## config.mk

```make
export PLATFORM = sky130hd
export DESIGN_NAME = blockTransferTop
export DESIGN_NICKNAME = d
export VERILOG_FILES = /design/src/design/blockPkg.sv /design/src/design/regListSelector.sv /design/src/design/blockDecoder.sv /design/src/design/blockSequencer.sv /design/src/design/registerWriteback.sv /design/src/design/blockTransferTop.sv
export VERILOG_INCLUDE_DIRS = /design/src /design/src/design
export SDC_FILE = /design/constraint.sdc
export NUM_CORES = 2
export LEC_CHECK = 0
export ABC_AREA = 0
export ABC_CLOCK_PERIOD_IN_PS = 6400
export BUFFER_PORTS_ARGS = -buffer_cell sky130_fd_sc_hd__buf_4
export CELL_PAD_IN_SITES_DETAIL_PLACEMENT = 0
export CELL_PAD_IN_SITES_GLOBAL_PLACEMENT = 2
export CORE_MARGIN = 8
export CORE_UTILIZATION = 40
export DETAILED_ROUTE_END_ITERATION = 10
export HOLD_SLACK_MARGIN = 0.03
export PLACE_DENSITY_LB_ADDON = 0.1
export SYNTH_ARGS = -nofsm -noshare
export SYNTH_HDL_FRONTEND = slang
export SYNTH_SLANG_ARGS = --single-unit
export TNS_END_PERCENT = 50
```

## constraint.sdc

```tcl
create_clock -name clk -period 6.4 [get_ports clk]
set_input_delay 0.64 -clock clk [delete_from_list [all_inputs] [get_ports clk]]
set_output_delay 0.64 -clock clk [all_outputs]
set_load 0.1 [all_outputs]
```

## src/design/blockSettings.svh

```systemverilog
`ifndef BLOCK_SETTINGS_SVH
`define BLOCK_SETTINGS_SVH

// ~~~~~~~~~~~~~~~~~~~~~~~~~~~~~~~~~~~~~~~~~~~~~~~~~~~~~~~~~~~~~~~~~~~~~~
// Sizes shared by the block transfer unit.
// ~~~~~~~~~~~~~~~~~~~~~~~~~~~~~~~~~~~~~~~~~~~~~~~~~~~~~~~~~~~~~~~~~~~~~~

// width of register data and of memory addresses.
`define BLOCK_DATA_W 32

// number of registers, and so the number of bits in a register list.
`define BLOCK_REG_COUNT 16

// address step between two consecutive transfers.
`define BLOCK_WORD_BYTES 4

`endif

```

## src/design/blockPkg.sv

```systemverilog
`default_nettype none

package blockPkg;

	// the addressing mode encoding equals {P, U} so the field casts straight to the mode.
	typedef enum logic [1:0] {
		modeDA = 2'b00, // decrement after.
		modeIA = 2'b01, // increment after.
		modeDB = 2'b10, // decrement before.
		modeIB = 2'b11  // increment before.
	} blockMode;

	// phases of one LDM or STM.
	typedef enum logic [1:0] {
		seqIdle     = 2'b00, // waiting for a decoded instruction.
		seqTransfer = 2'b01, // one memory strobe per cycle.
		seqDrain    = 2'b10, // last load data returns.
		seqBase     = 2'b11  // base write and done.
	} seqState;

endpackage

`default_nettype wire

```

## src/design/regListSelector.sv

```systemverilog
`include "blockSettings.svh"
`timescale 1ns/1ps
`default_nettype none

module regListSelector (
	input  wire logic                           first,
	input  wire logic [`BLOCK_REG_COUNT-1:0]    instrList,
	input  wire logic [`BLOCK_REG_COUNT-1:0]    listNow,
	output logic [`BLOCK_REG_COUNT-1:0]         listNext,
	output logic [$clog2(`BLOCK_REG_COUNT)-1:0] selIdx
);

	localparam int idxW = $clog2(`BLOCK_REG_COUNT);

	logic [`BLOCK_REG_COUNT-1:0] scanList;

	// the first step sees the list straight from the instruction.
	assign scanList = first ? instrList : listNow;

	// ~~~~~~~~~~~~~~~~~~~~~~~~~~~~~~~~~~~~~~~~~~~~~~~~~~~~~~~~~~~~~~~~~~~~~~
	// Lowest set register wins.
	// ~~~~~~~~~~~~~~~~~~~~~~~~~~~~~~~~~~~~~~~~~~~~~~~~~~~~~~~~~~~~~~~~~~~~~~
	always_comb begin
		selIdx = '0;
		// scanning downwards leaves the lowest hit in selIdx.
		for (int i = `BLOCK_REG_COUNT - 1; i >= 0; i--) begin
			if (scanList[i]) begin
				selIdx = idxW'(i);
			end
		end
	end

	always_comb begin
		listNext = scanList;
		listNext[selIdx] = 1'b0; // an empty list stays empty.
	end

endmodule

`default_nettype wire

```

## src/design/blockDecoder.sv

```systemverilog
`include "blockSettings.svh"
`timescale 1ns/1ps
`default_nettype none

module blockDecoder import blockPkg::*; (
	input  wire logic                          clk,
	input  wire logic                          rstN,
	input  wire logic                          start,
	input  wire logic [31:0]                   instr,
	input  wire logic                          busy,
	output logic                               decoded,
	output logic                               illegal,
	output blockMode                           mode,
	output logic                               isLoad,
	output logic                               writeBack,
	output logic [$clog2(`BLOCK_REG_COUNT)-1:0] baseIdx,
	output logic [`BLOCK_REG_COUNT-1:0]        regList,
	output logic [$clog2(`BLOCK_REG_COUNT):0]  listCount
);

	localparam int countW = $clog2(`BLOCK_REG_COUNT) + 1;

	logic accept;
	logic classOk;
	logic [countW-1:0] bitCount;

	assign accept = start && !busy; // a start during an instruction is dropped.
	assign classOk = instr[27:25] == 3'b100;

	// population count of the register list.
	always_comb begin
		bitCount = '0;
		for (int i = 0; i < `BLOCK_REG_COUNT; i++) begin
			bitCount = bitCount + countW'(instr[i]);
		end
	end

	always_ff @(posedge clk) begin
		if (!rstN) begin
			decoded <= 1'b0;
			illegal <= 1'b0;
		end else begin
			decoded <= accept && classOk;
			illegal <= accept && !classOk;
		end
	end

	// fields stay put until the next legal instruction so the sequencer can read them throughout.
	always_ff @(posedge clk) begin
		if (accept && classOk) begin
			mode      <= blockMode'(instr[24:23]); // {P, U}.
			writeBack <= instr[21];
			isLoad    <= instr[20];
			baseIdx   <= instr[19:16];
			regList   <= instr[`BLOCK_REG_COUNT-1:0];
			listCount <= bitCount;
		end
	end

endmodule

`default_nettype wire

```

## src/design/blockSequencer.sv

```systemverilog
`include "blockSettings.svh"
`timescale 1ns/1ps
`default_nettype none

module blockSequencer import blockPkg::*; (
	input  wire logic                                clk,
	input  wire logic                                rstN,
	input  wire logic                                decoded,
	input  wire blockMode                            mode,
	input  wire logic                                isLoad,
	input  wire logic                                writeBack,
	input  wire logic [$clog2(`BLOCK_REG_COUNT)-1:0] baseIdx,
	input  wire logic [`BLOCK_REG_COUNT-1:0]         regList,
	input  wire logic [$clog2(`BLOCK_REG_COUNT):0]   listCount,
	input  wire logic [`BLOCK_DATA_W-1:0]            baseValue,
	input  wire logic [`BLOCK_DATA_W-1:0]            storeData,
	input  wire logic [`BLOCK_DATA_W-1:0]            memReadData,
	input  wire logic [$clog2(`BLOCK_REG_COUNT)-1:0] selIdx,
	input  wire logic [`BLOCK_REG_COUNT-1:0]         listNext,
	output logic                                     first,
	output logic [`BLOCK_REG_COUNT-1:0]              listNow,
	output logic                                     busy,
	output logic                                     done,
	output logic                                     memRead,
	output logic                                     memWrite,
	output logic [`BLOCK_DATA_W-1:0]                 memAddr,
	output logic [`BLOCK_DATA_W-1:0]                 memWriteData,
	output logic                                     ldValid,
	output logic [$clog2(`BLOCK_REG_COUNT)-1:0]      ldIdx,
	output logic [`BLOCK_DATA_W-1:0]                 ldData,
	output logic                                     baseWe,
	output logic [`BLOCK_DATA_W-1:0]                 baseData,
	output logic [$clog2(`BLOCK_REG_COUNT)-1:0]      readIdx
);

	localparam int dataW = `BLOCK_DATA_W;
	localparam logic [dataW-1:0] step = `BLOCK_WORD_BYTES;

	seqState state;
	logic transfer;
	logic baseLoaded;
	logic [$clog2(`BLOCK_REG_COUNT):0] remaining;
	logic [dataW-1:0] span;
	logic [dataW-1:0] startAddr;
	logic [dataW-1:0] endBase;

	// ~~~~~~~~~~~~~~~~~~~~~~~~~~~~~~~~~~~~~~~~~~~~~~~~~~~~~~~~~~~~~~~~~~~~~~
	// Start address and new base.
	// ~~~~~~~~~~~~~~~~~~~~~~~~~~~~~~~~~~~~~~~~~~~~~~~~~~~~~~~~~~~~~~~~~~~~~~
	assign span = dataW'(listCount) * step;

	always_comb begin
		case (mode)
			modeIA: startAddr = baseValue;
			modeIB: startAddr = baseValue + step;
			modeDA: startAddr = baseValue - span + step;
			default: startAddr = baseValue - span;
		endcase
		endBase = (mode == modeIA || mode == modeIB) ? baseValue + span : baseValue - span;
	end

	assign transfer = state == seqTransfer;
	assign busy = decoded || state != seqIdle;
	assign memRead = transfer && isLoad;
	assign memWrite = transfer && !isLoad;
	assign readIdx = selIdx; // store data comes from the selected register.
	assign memWriteData = storeData;
	assign ldData = memReadData;
	assign baseWe = state == seqBase && writeBack && !baseLoaded && listCount != '0;

	// ~~~~~~~~~~~~~~~~~~~~~~~~~~~~~~~~~~~~~~~~~~~~~~~~~~~~~~~~~~~~~~~~~~~~~~
	// Control.
	// ~~~~~~~~~~~~~~~~~~~~~~~~~~~~~~~~~~~~~~~~~~~~~~~~~~~~~~~~~~~~~~~~~~~~~~
	always_ff @(posedge clk) begin
		if (!rstN) begin
			state      <= seqIdle;
			done       <= 1'b0;
			ldValid    <= 1'b0;
			first      <= 1'b0;
			baseLoaded <= 1'b0;
			remaining  <= '0;
		end else begin
			done    <= 1'b0;
			ldValid <= memRead; // data lands one cycle after its strobe.
			case (state)
				seqIdle: begin
					if (decoded) begin
						state      <= (regList == '0) ? seqBase : seqTransfer;
						first      <= 1'b1;
						baseLoaded <= 1'b0;
						remaining  <= listCount;
					end
				end
				seqTransfer: begin
					first     <= 1'b0;
					remaining <= remaining - 1'b1;
					if (isLoad && selIdx == baseIdx) begin
						baseLoaded <= 1'b1; // the loaded value beats the written-back base.
					end
					if (remaining == 1) begin
						state <= isLoad ? seqDrain : seqBase;
					end
				end
				seqDrain: state <= seqBase;
				default: begin
					done  <= 1'b1;
					state <= seqIdle;
				end
			endcase
		end
	end

	always_ff @(posedge clk) begin
		if (state == seqIdle && decoded) begin
			memAddr  <= startAddr;
			baseData <= endBase;
		end else if (transfer) begin
			memAddr <= memAddr + step;
		end
		if (transfer) begin
			listNow <= listNext;
		end
		ldIdx <= selIdx;
	end

endmodule

`default_nettype wire

```

## src/design/registerWriteback.sv

```systemverilog
`include "blockSettings.svh"
`timescale 1ns/1ps
`default_nettype none

module registerWriteback (
	input  wire logic                                clk,
	input  wire logic                                rstN,
	input  wire logic [$clog2(`BLOCK_REG_COUNT)-1:0] readIdx,
	input  wire logic [$clog2(`BLOCK_REG_COUNT)-1:0] baseIdx,
	input  wire logic [$clog2(`BLOCK_REG_COUNT)-1:0] dbgIdx,
	input  wire logic                                ldValid,
	input  wire logic [$clog2(`BLOCK_REG_COUNT)-1:0] ldIdx,
	input  wire logic [`BLOCK_DATA_W-1:0]            ldData,
	input  wire logic                                baseWe,
	input  wire logic [`BLOCK_DATA_W-1:0]            baseData,
	output logic [`BLOCK_DATA_W-1:0]                 storeData,
	output logic [`BLOCK_DATA_W-1:0]                 baseValue,
	output logic [`BLOCK_DATA_W-1:0]                 dbgData
);

	logic [`BLOCK_DATA_W-1:0] regs [`BLOCK_REG_COUNT];

	// ~~~~~~~~~~~~~~~~~~~~~~~~~~~~~~~~~~~~~~~~~~~~~~~~~~~~~~~~~~~~~~~~~~~~~~
	// Write ports.
	// ~~~~~~~~~~~~~~~~~~~~~~~~~~~~~~~~~~~~~~~~~~~~~~~~~~~~~~~~~~~~~~~~~~~~~~
	always_ff @(posedge clk) begin
		if (!rstN) begin
			for (int i = 0; i < `BLOCK_REG_COUNT; i++) begin
				regs[i] <= '0;
			end
		end else begin
			if (ldValid) begin
				regs[ldIdx] <= ldData;
			end
			// the sequencer never asserts both ports in one cycle.
			if (baseWe) begin
				regs[baseIdx] <= baseData;
			end
		end
	end

	// ~~~~~~~~~~~~~~~~~~~~~~~~~~~~~~~~~~~~~~~~~~~~~~~~~~~~~~~~~~~~~~~~~~~~~~
	// Read ports.
	// ~~~~~~~~~~~~~~~~~~~~~~~~~~~~~~~~~~~~~~~~~~~~~~~~~~~~~~~~~~~~~~~~~~~~~~
	assign storeData = regs[readIdx]; // data for the current store strobe.
	assign baseValue = regs[baseIdx]; // sampled by the sequencer as R.
	assign dbgData = regs[dbgIdx];

endmodule

`default_nettype wire

```

## src/design/blockTransferTop.sv

```systemverilog
`include "blockSettings.svh"
`timescale 1ns/1ps
`default_nettype none

module blockTransferTop import blockPkg::*; (
	input  wire logic                                clk,
	input  wire logic                                rstN,
	input  wire logic                                start,
	input  wire logic [31:0]                         instr,
	output logic                                     busy,
	output logic                                     done,
	output logic                                     illegal,
	output logic                                     memRead,
	output logic                                     memWrite,
	output logic [`BLOCK_DATA_W-1:0]                 memAddr,
	output logic [`BLOCK_DATA_W-1:0]                 memWriteData,
	input  wire logic [`BLOCK_DATA_W-1:0]            memReadData,
	input  wire logic [$clog2(`BLOCK_REG_COUNT)-1:0] dbgIdx,
	output logic [`BLOCK_DATA_W-1:0]                 dbgData
);

	localparam int idxW = $clog2(`BLOCK_REG_COUNT);

	logic decoded;
	blockMode mode;
	logic isLoad;
	logic writeBack;
	logic [idxW-1:0] baseIdx;
	logic [`BLOCK_REG_COUNT-1:0] regList;
	logic [idxW:0] listCount;
	logic first;
	logic [`BLOCK_REG_COUNT-1:0] listNow;
	logic [`BLOCK_REG_COUNT-1:0] listNext;
	logic [idxW-1:0] selIdx;
	logic [idxW-1:0] readIdx;
	logic ldValid;
	logic [idxW-1:0] ldIdx;
	logic [`BLOCK_DATA_W-1:0] ldData;
	logic baseWe;
	logic [`BLOCK_DATA_W-1:0] baseData;
	logic [`BLOCK_DATA_W-1:0] baseValue;
	logic [`BLOCK_DATA_W-1:0] storeData;

	blockDecoder blockDecoder_inst (
		.clk(clk), .rstN(rstN), .start(start), .instr(instr), .busy(busy),
		.decoded(decoded), .illegal(illegal), .mode(mode), .isLoad(isLoad),
		.writeBack(writeBack), .baseIdx(baseIdx), .regList(regList), .listCount(listCount)
	);

	regListSelector regListSelector_inst (
		.first(first), .instrList(regList), .listNow(listNow),
		.listNext(listNext), .selIdx(selIdx)
	);

	blockSequencer blockSequencer_inst (
		.clk(clk), .rstN(rstN), .decoded(decoded), .mode(mode), .isLoad(isLoad),
		.writeBack(writeBack), .baseIdx(baseIdx), .regList(regList),
		.listCount(listCount), .baseValue(baseValue), .storeData(storeData),
		.memReadData(memReadData), .selIdx(selIdx), .listNext(listNext),
		.first(first), .listNow(listNow), .busy(busy), .done(done),
		.memRead(memRead), .memWrite(memWrite), .memAddr(memAddr),
		.memWriteData(memWriteData), .ldValid(ldValid), .ldIdx(ldIdx),
		.ldData(ldData), .baseWe(baseWe), .baseData(baseData), .readIdx(readIdx)
	);

	registerWriteback registerWriteback_inst (
		.clk(clk), .rstN(rstN), .readIdx(readIdx), .baseIdx(baseIdx), .dbgIdx(dbgIdx),
		.ldValid(ldValid), .ldIdx(ldIdx), .ldData(ldData), .baseWe(baseWe),
		.baseData(baseData), .storeData(storeData), .baseValue(baseValue),
		.dbgData(dbgData)
	);

endmodule

`default_nettype wire

```

==> impl_metrics.json <==
{
  "synthAdderAreaFrac": 0.01266,
  "synth_edf_count": 621,
  "rrSetupSlack_ps": 350,
  "layout_min_cycle_time_ps": 6055,
  "synthArstFlopShare": 0,
  "path_max_fanout": 26,
  "synth-seq-cells": 642,
  "status": "finished, final reports clean",
  "cellPowerDensity_nw_per_um2": 307.9,
  "hold_path.class": "in -> reg",
  "timing.rr.end": "blockSequencer_inst.memAddr[27]",
  "start_util": 0.4015,
  "cts_tree": "built",
  "path_cells": "buf_4 -> mux4_2 -> a22o_1 -> nor2_1 -> inv_1 -> ha_1 -> o2111ai_1 -> nand3b_1 -> a21o_1 -> nor3_1 -> xor2_1 -> o21a_1 -> nand3_1 -> or4_4 -> nor4_1 -> nor3_1",
  "crit_type": "reg -> reg",
  "cts_max_level": 3,
  "synth.cell_area_sq_um": 45670,
  "swShare": 0.4155,
  "ys.flop_type": "edfxtp_1",
  "final_common_cell": "nand2_1",
  "reg2reg_depth": 16,
  "slew_violations": 0,
  "syn_inst": 4706,
  "syn_avg_cell_area_sq_um": 9.704,
  "numCtsBuffers": 82,
  "max-cap-violations": 0,
  "path_clk_slew_ps": 60,
  "min-delay-start": "instr[20]",
  "io_pins": 172,
  "clkPwrFrac": 0.305,
  "yosys.area.top_type": "edfxtp_1",
  "fp.dieH_microns": 353.9,
  "firstDrtPassIters": 11,
  "synth_cell_type_count": 85,
  "fmax_mhz": 165.2,
  "cp_slowest_stage_delay_ps": 710,
  "synth_top_family_by_area": "simple AND/OR/NAND/NOR gates",
  "overflow": 0,
  "worstSetupStartpointType": "register",
  "critical_path.top_delay_family": "simple AND/OR/NAND/NOR gates",
  "clock_sinks": 642,
  "rsz0062_at_grt": "false",
  "yosysSeqAreaShare": 0.4176,
  "root_buffer": "clkbuf_16",
  "critPathCaptureType": "register",
  "yosys.area_share.simple": 0.1935,
  "grt_pass1_vias": 38600,
  "syn2layout_area_growth_pct": 12.55,
  "netlist_top_cells_area": "edfxtp_1 41%, mux4_2 14%, nand2_1 9.6%, o21ai_0 4.1%, mux2i_1 3.7%",
  "nets": 4702,
  "clock_path_buffers": 3,
  "holdPathEnd": "blockDecoder_inst.isLoad",
  "synth_nets": 4816,
  "final.setup.tns_ps": 0,
  "pwr-share-comb": 0.370,
  "synth-compound-area-share": 0.1213,
  "routed_via_density": 6.722,
  "drive_gt1_frac": 0.1747,
  "synth_xor_area_frac": 0.02474,
  "numPortBuffers": 166,
  "power_frac_seq": 0.324,
  "cts_setup_buffers": 0,
  "antenna_found_initial": 9,
  "wl_mm": 222.2,
  "wire_per_inst_microns": 35.99,
  "drt-initial-drc-count": 6428,
  "peakVddDrop_uv": 216.3,
  "ctsHoldBuffers": 0,
  "gp_congestion": 0.8926,
  "grt_max_degree": 81,
  "slew_headroom": 0.1156,
  "grt_pass1_wl_mm": 307.9,
  "vias": 41500,
  "p_sw_mw": 6.575,
  "synth.top_cell.area_share": 0.4084,
  "most-common-layout-cells": "1,159 x nand2_1, 621 x edfxtp_1, 370 x o21ai_0",
  "yosys-mux-area-fraction": 0.1810,
  "finalHoldViolations": 0,
  "drtAntennaViolNets": 0,
  "leakagePower_nw": 18.03,
  "critPathBufInv": 2,
  "drc_errors": 0,
  "std_cell_rows": 124,
  "core_area_sq_um": 113700,
  "internal_power_mw": 9.248,
  "finalClockSkew_ps": 21.21,
  "hpwl_mm": 135.0,
  "clock_latency_ps": 680,
  "ctsResizeCount": 0,
  "crit_path_frequent_cell": "nor3_1",
  "setup_viol": 0,
  "tightest_slew_ps": 1327,
  "post-route-period-util": 0.9461,
  "fp.dieW_microns": 353.9,
  "arrival_ps": 6470,
  "crit_slowest_cell": "dfxtp_4",
  "hold_depth": 1,
  "utilization": 0.4520,
  "die-area_sq_um": 125200,
  "synth_warnings": 0,
  "crit_required_ps": 6820,
  "track_usage": 0.3405
}
## cells in the mapped netlist (13+ instances only)
library cell	count
clkbuf_1	413
a221oi_1	13
o21ai_0	373
a21oi_1	108
mux4_2	275
a21o_1	18
nor2b_1	26
or3_1	73
xnor2_1	82
mux2i_1	171
nand2_1	1163
o22ai_1	57
dfxtp_1	21
buf_2	19
nor2_1	127
nor3_1	175
o311ai_0	65
and3_1	19
o221ai_1	34
edfxtp_1	621
inv_1	56
nand3_1	240
nand4_1	17
nor4_1	13
a2111oi_0	52
buf_1	69
ha_1	27
xor2_1	47
a22o_1	13
a31oi_1	33
or4_1	49
and2_1	14
a22oi_1	26
## routing by layer
layer / routed length, microns / track usage
met5: 73 / 0
met4: 11490 / 0.1492
met3: 27910 / 0.08891
met2: 94570 / 0.4993
met1: 88160 / 0.4733
## power by group through the flow
stage / clock (mW) / sequential [mW] / combinational [mW]
2_1_floorplan: 0 / 5.39 / 3.63
3_3_place_gp: 0 / 5.21 / 5.74
3_5_place_dp: 0 / 5.21 / 5.74
4_1_cts: 4.86 / 5.13 / 5.76
5_1_grt: 4.99 / 5.16 / 6.02
6_report: 4.83 / 5.13 / 5.86
## through the flow
step	area [sq um]	power, mW	setup WS [ps]	hold slack [ps]	cells
finish	51400	15.82	345.2	149.8	6174
floorplan	45670	9.022	672.7	488.2	4706
global route	51390	16.17	79.67	143.4	6172
global placement	48710	10.95	492.7	503.8	6020
CTS	51390	15.74	460.3	111.6	6171
detailed placement	48710	10.95	482.6	512.4	6020
## sequential cells by signal, indices dropped and copies added, names as in the netlist, 2 cells and up, named ones only
register and count:
blockSequencer_inst.baseData 32, blockDecoder_inst.listCount 5, blockSequencer_inst.listNow 16, registerWriteback_inst.regs 512, blockSequencer_inst.remaining 5, blockSequencer_inst.ldIdx 4, blockDecoder_inst.mode 2, blockSequencer_inst.state 2
blockDecoder_inst.baseIdx 4, blockDecoder_inst.regList 16, blockSequencer_inst.memAddr 32
## layout make-up
type | instances | area, sq um
Fill cell | 10670 | 62330
Multi-Input combinational cell | 3492 | 24820
Sequential cell | 642 | 19080
Timing Repair Buffer | 316 | 2696
Clock buffer | 100 | 2225
Tap cell | 1512 | 1892
Clock inverter | 51 | 460.4
Inverter | 58 | 219.0
Antenna cell | 3 | 7.507
## cell families (layout without fill, tap and decap cells)
kind of cell               Yosys count  after routing
other                                1              4
xor gates and xnor gates           129            129
DFF                                642            642
AOI/OAI and AO/OA                  872            872
muxes                              467            467
buffers and inverters              572            525
and+or+nand+nor                   1984           1984
adders and majority gates           39             39
## worst max-delay path by stage
stage / slack [ps] / depth (start not counted) / start / end
2_1_floorplan: 670 / 25 / register / blockSequencer_inst.memAddr[31]
3_3_place_gp: 490 / 16 / register / blockSequencer_inst.memAddr[27]
3_5_place_dp: 480 / 16 / register / blockSequencer_inst.memAddr[27]
4_1_cts: 460 / 16 / register / blockSequencer_inst.memAddr[27]
5_1_grt: 80 / 17 / register / blockSequencer_inst.memAddr[24]
6_report: 350 / 16 / register / blockSequencer_inst.memAddr[27]
Note: power is estimated with default switching activity, not from simulation.
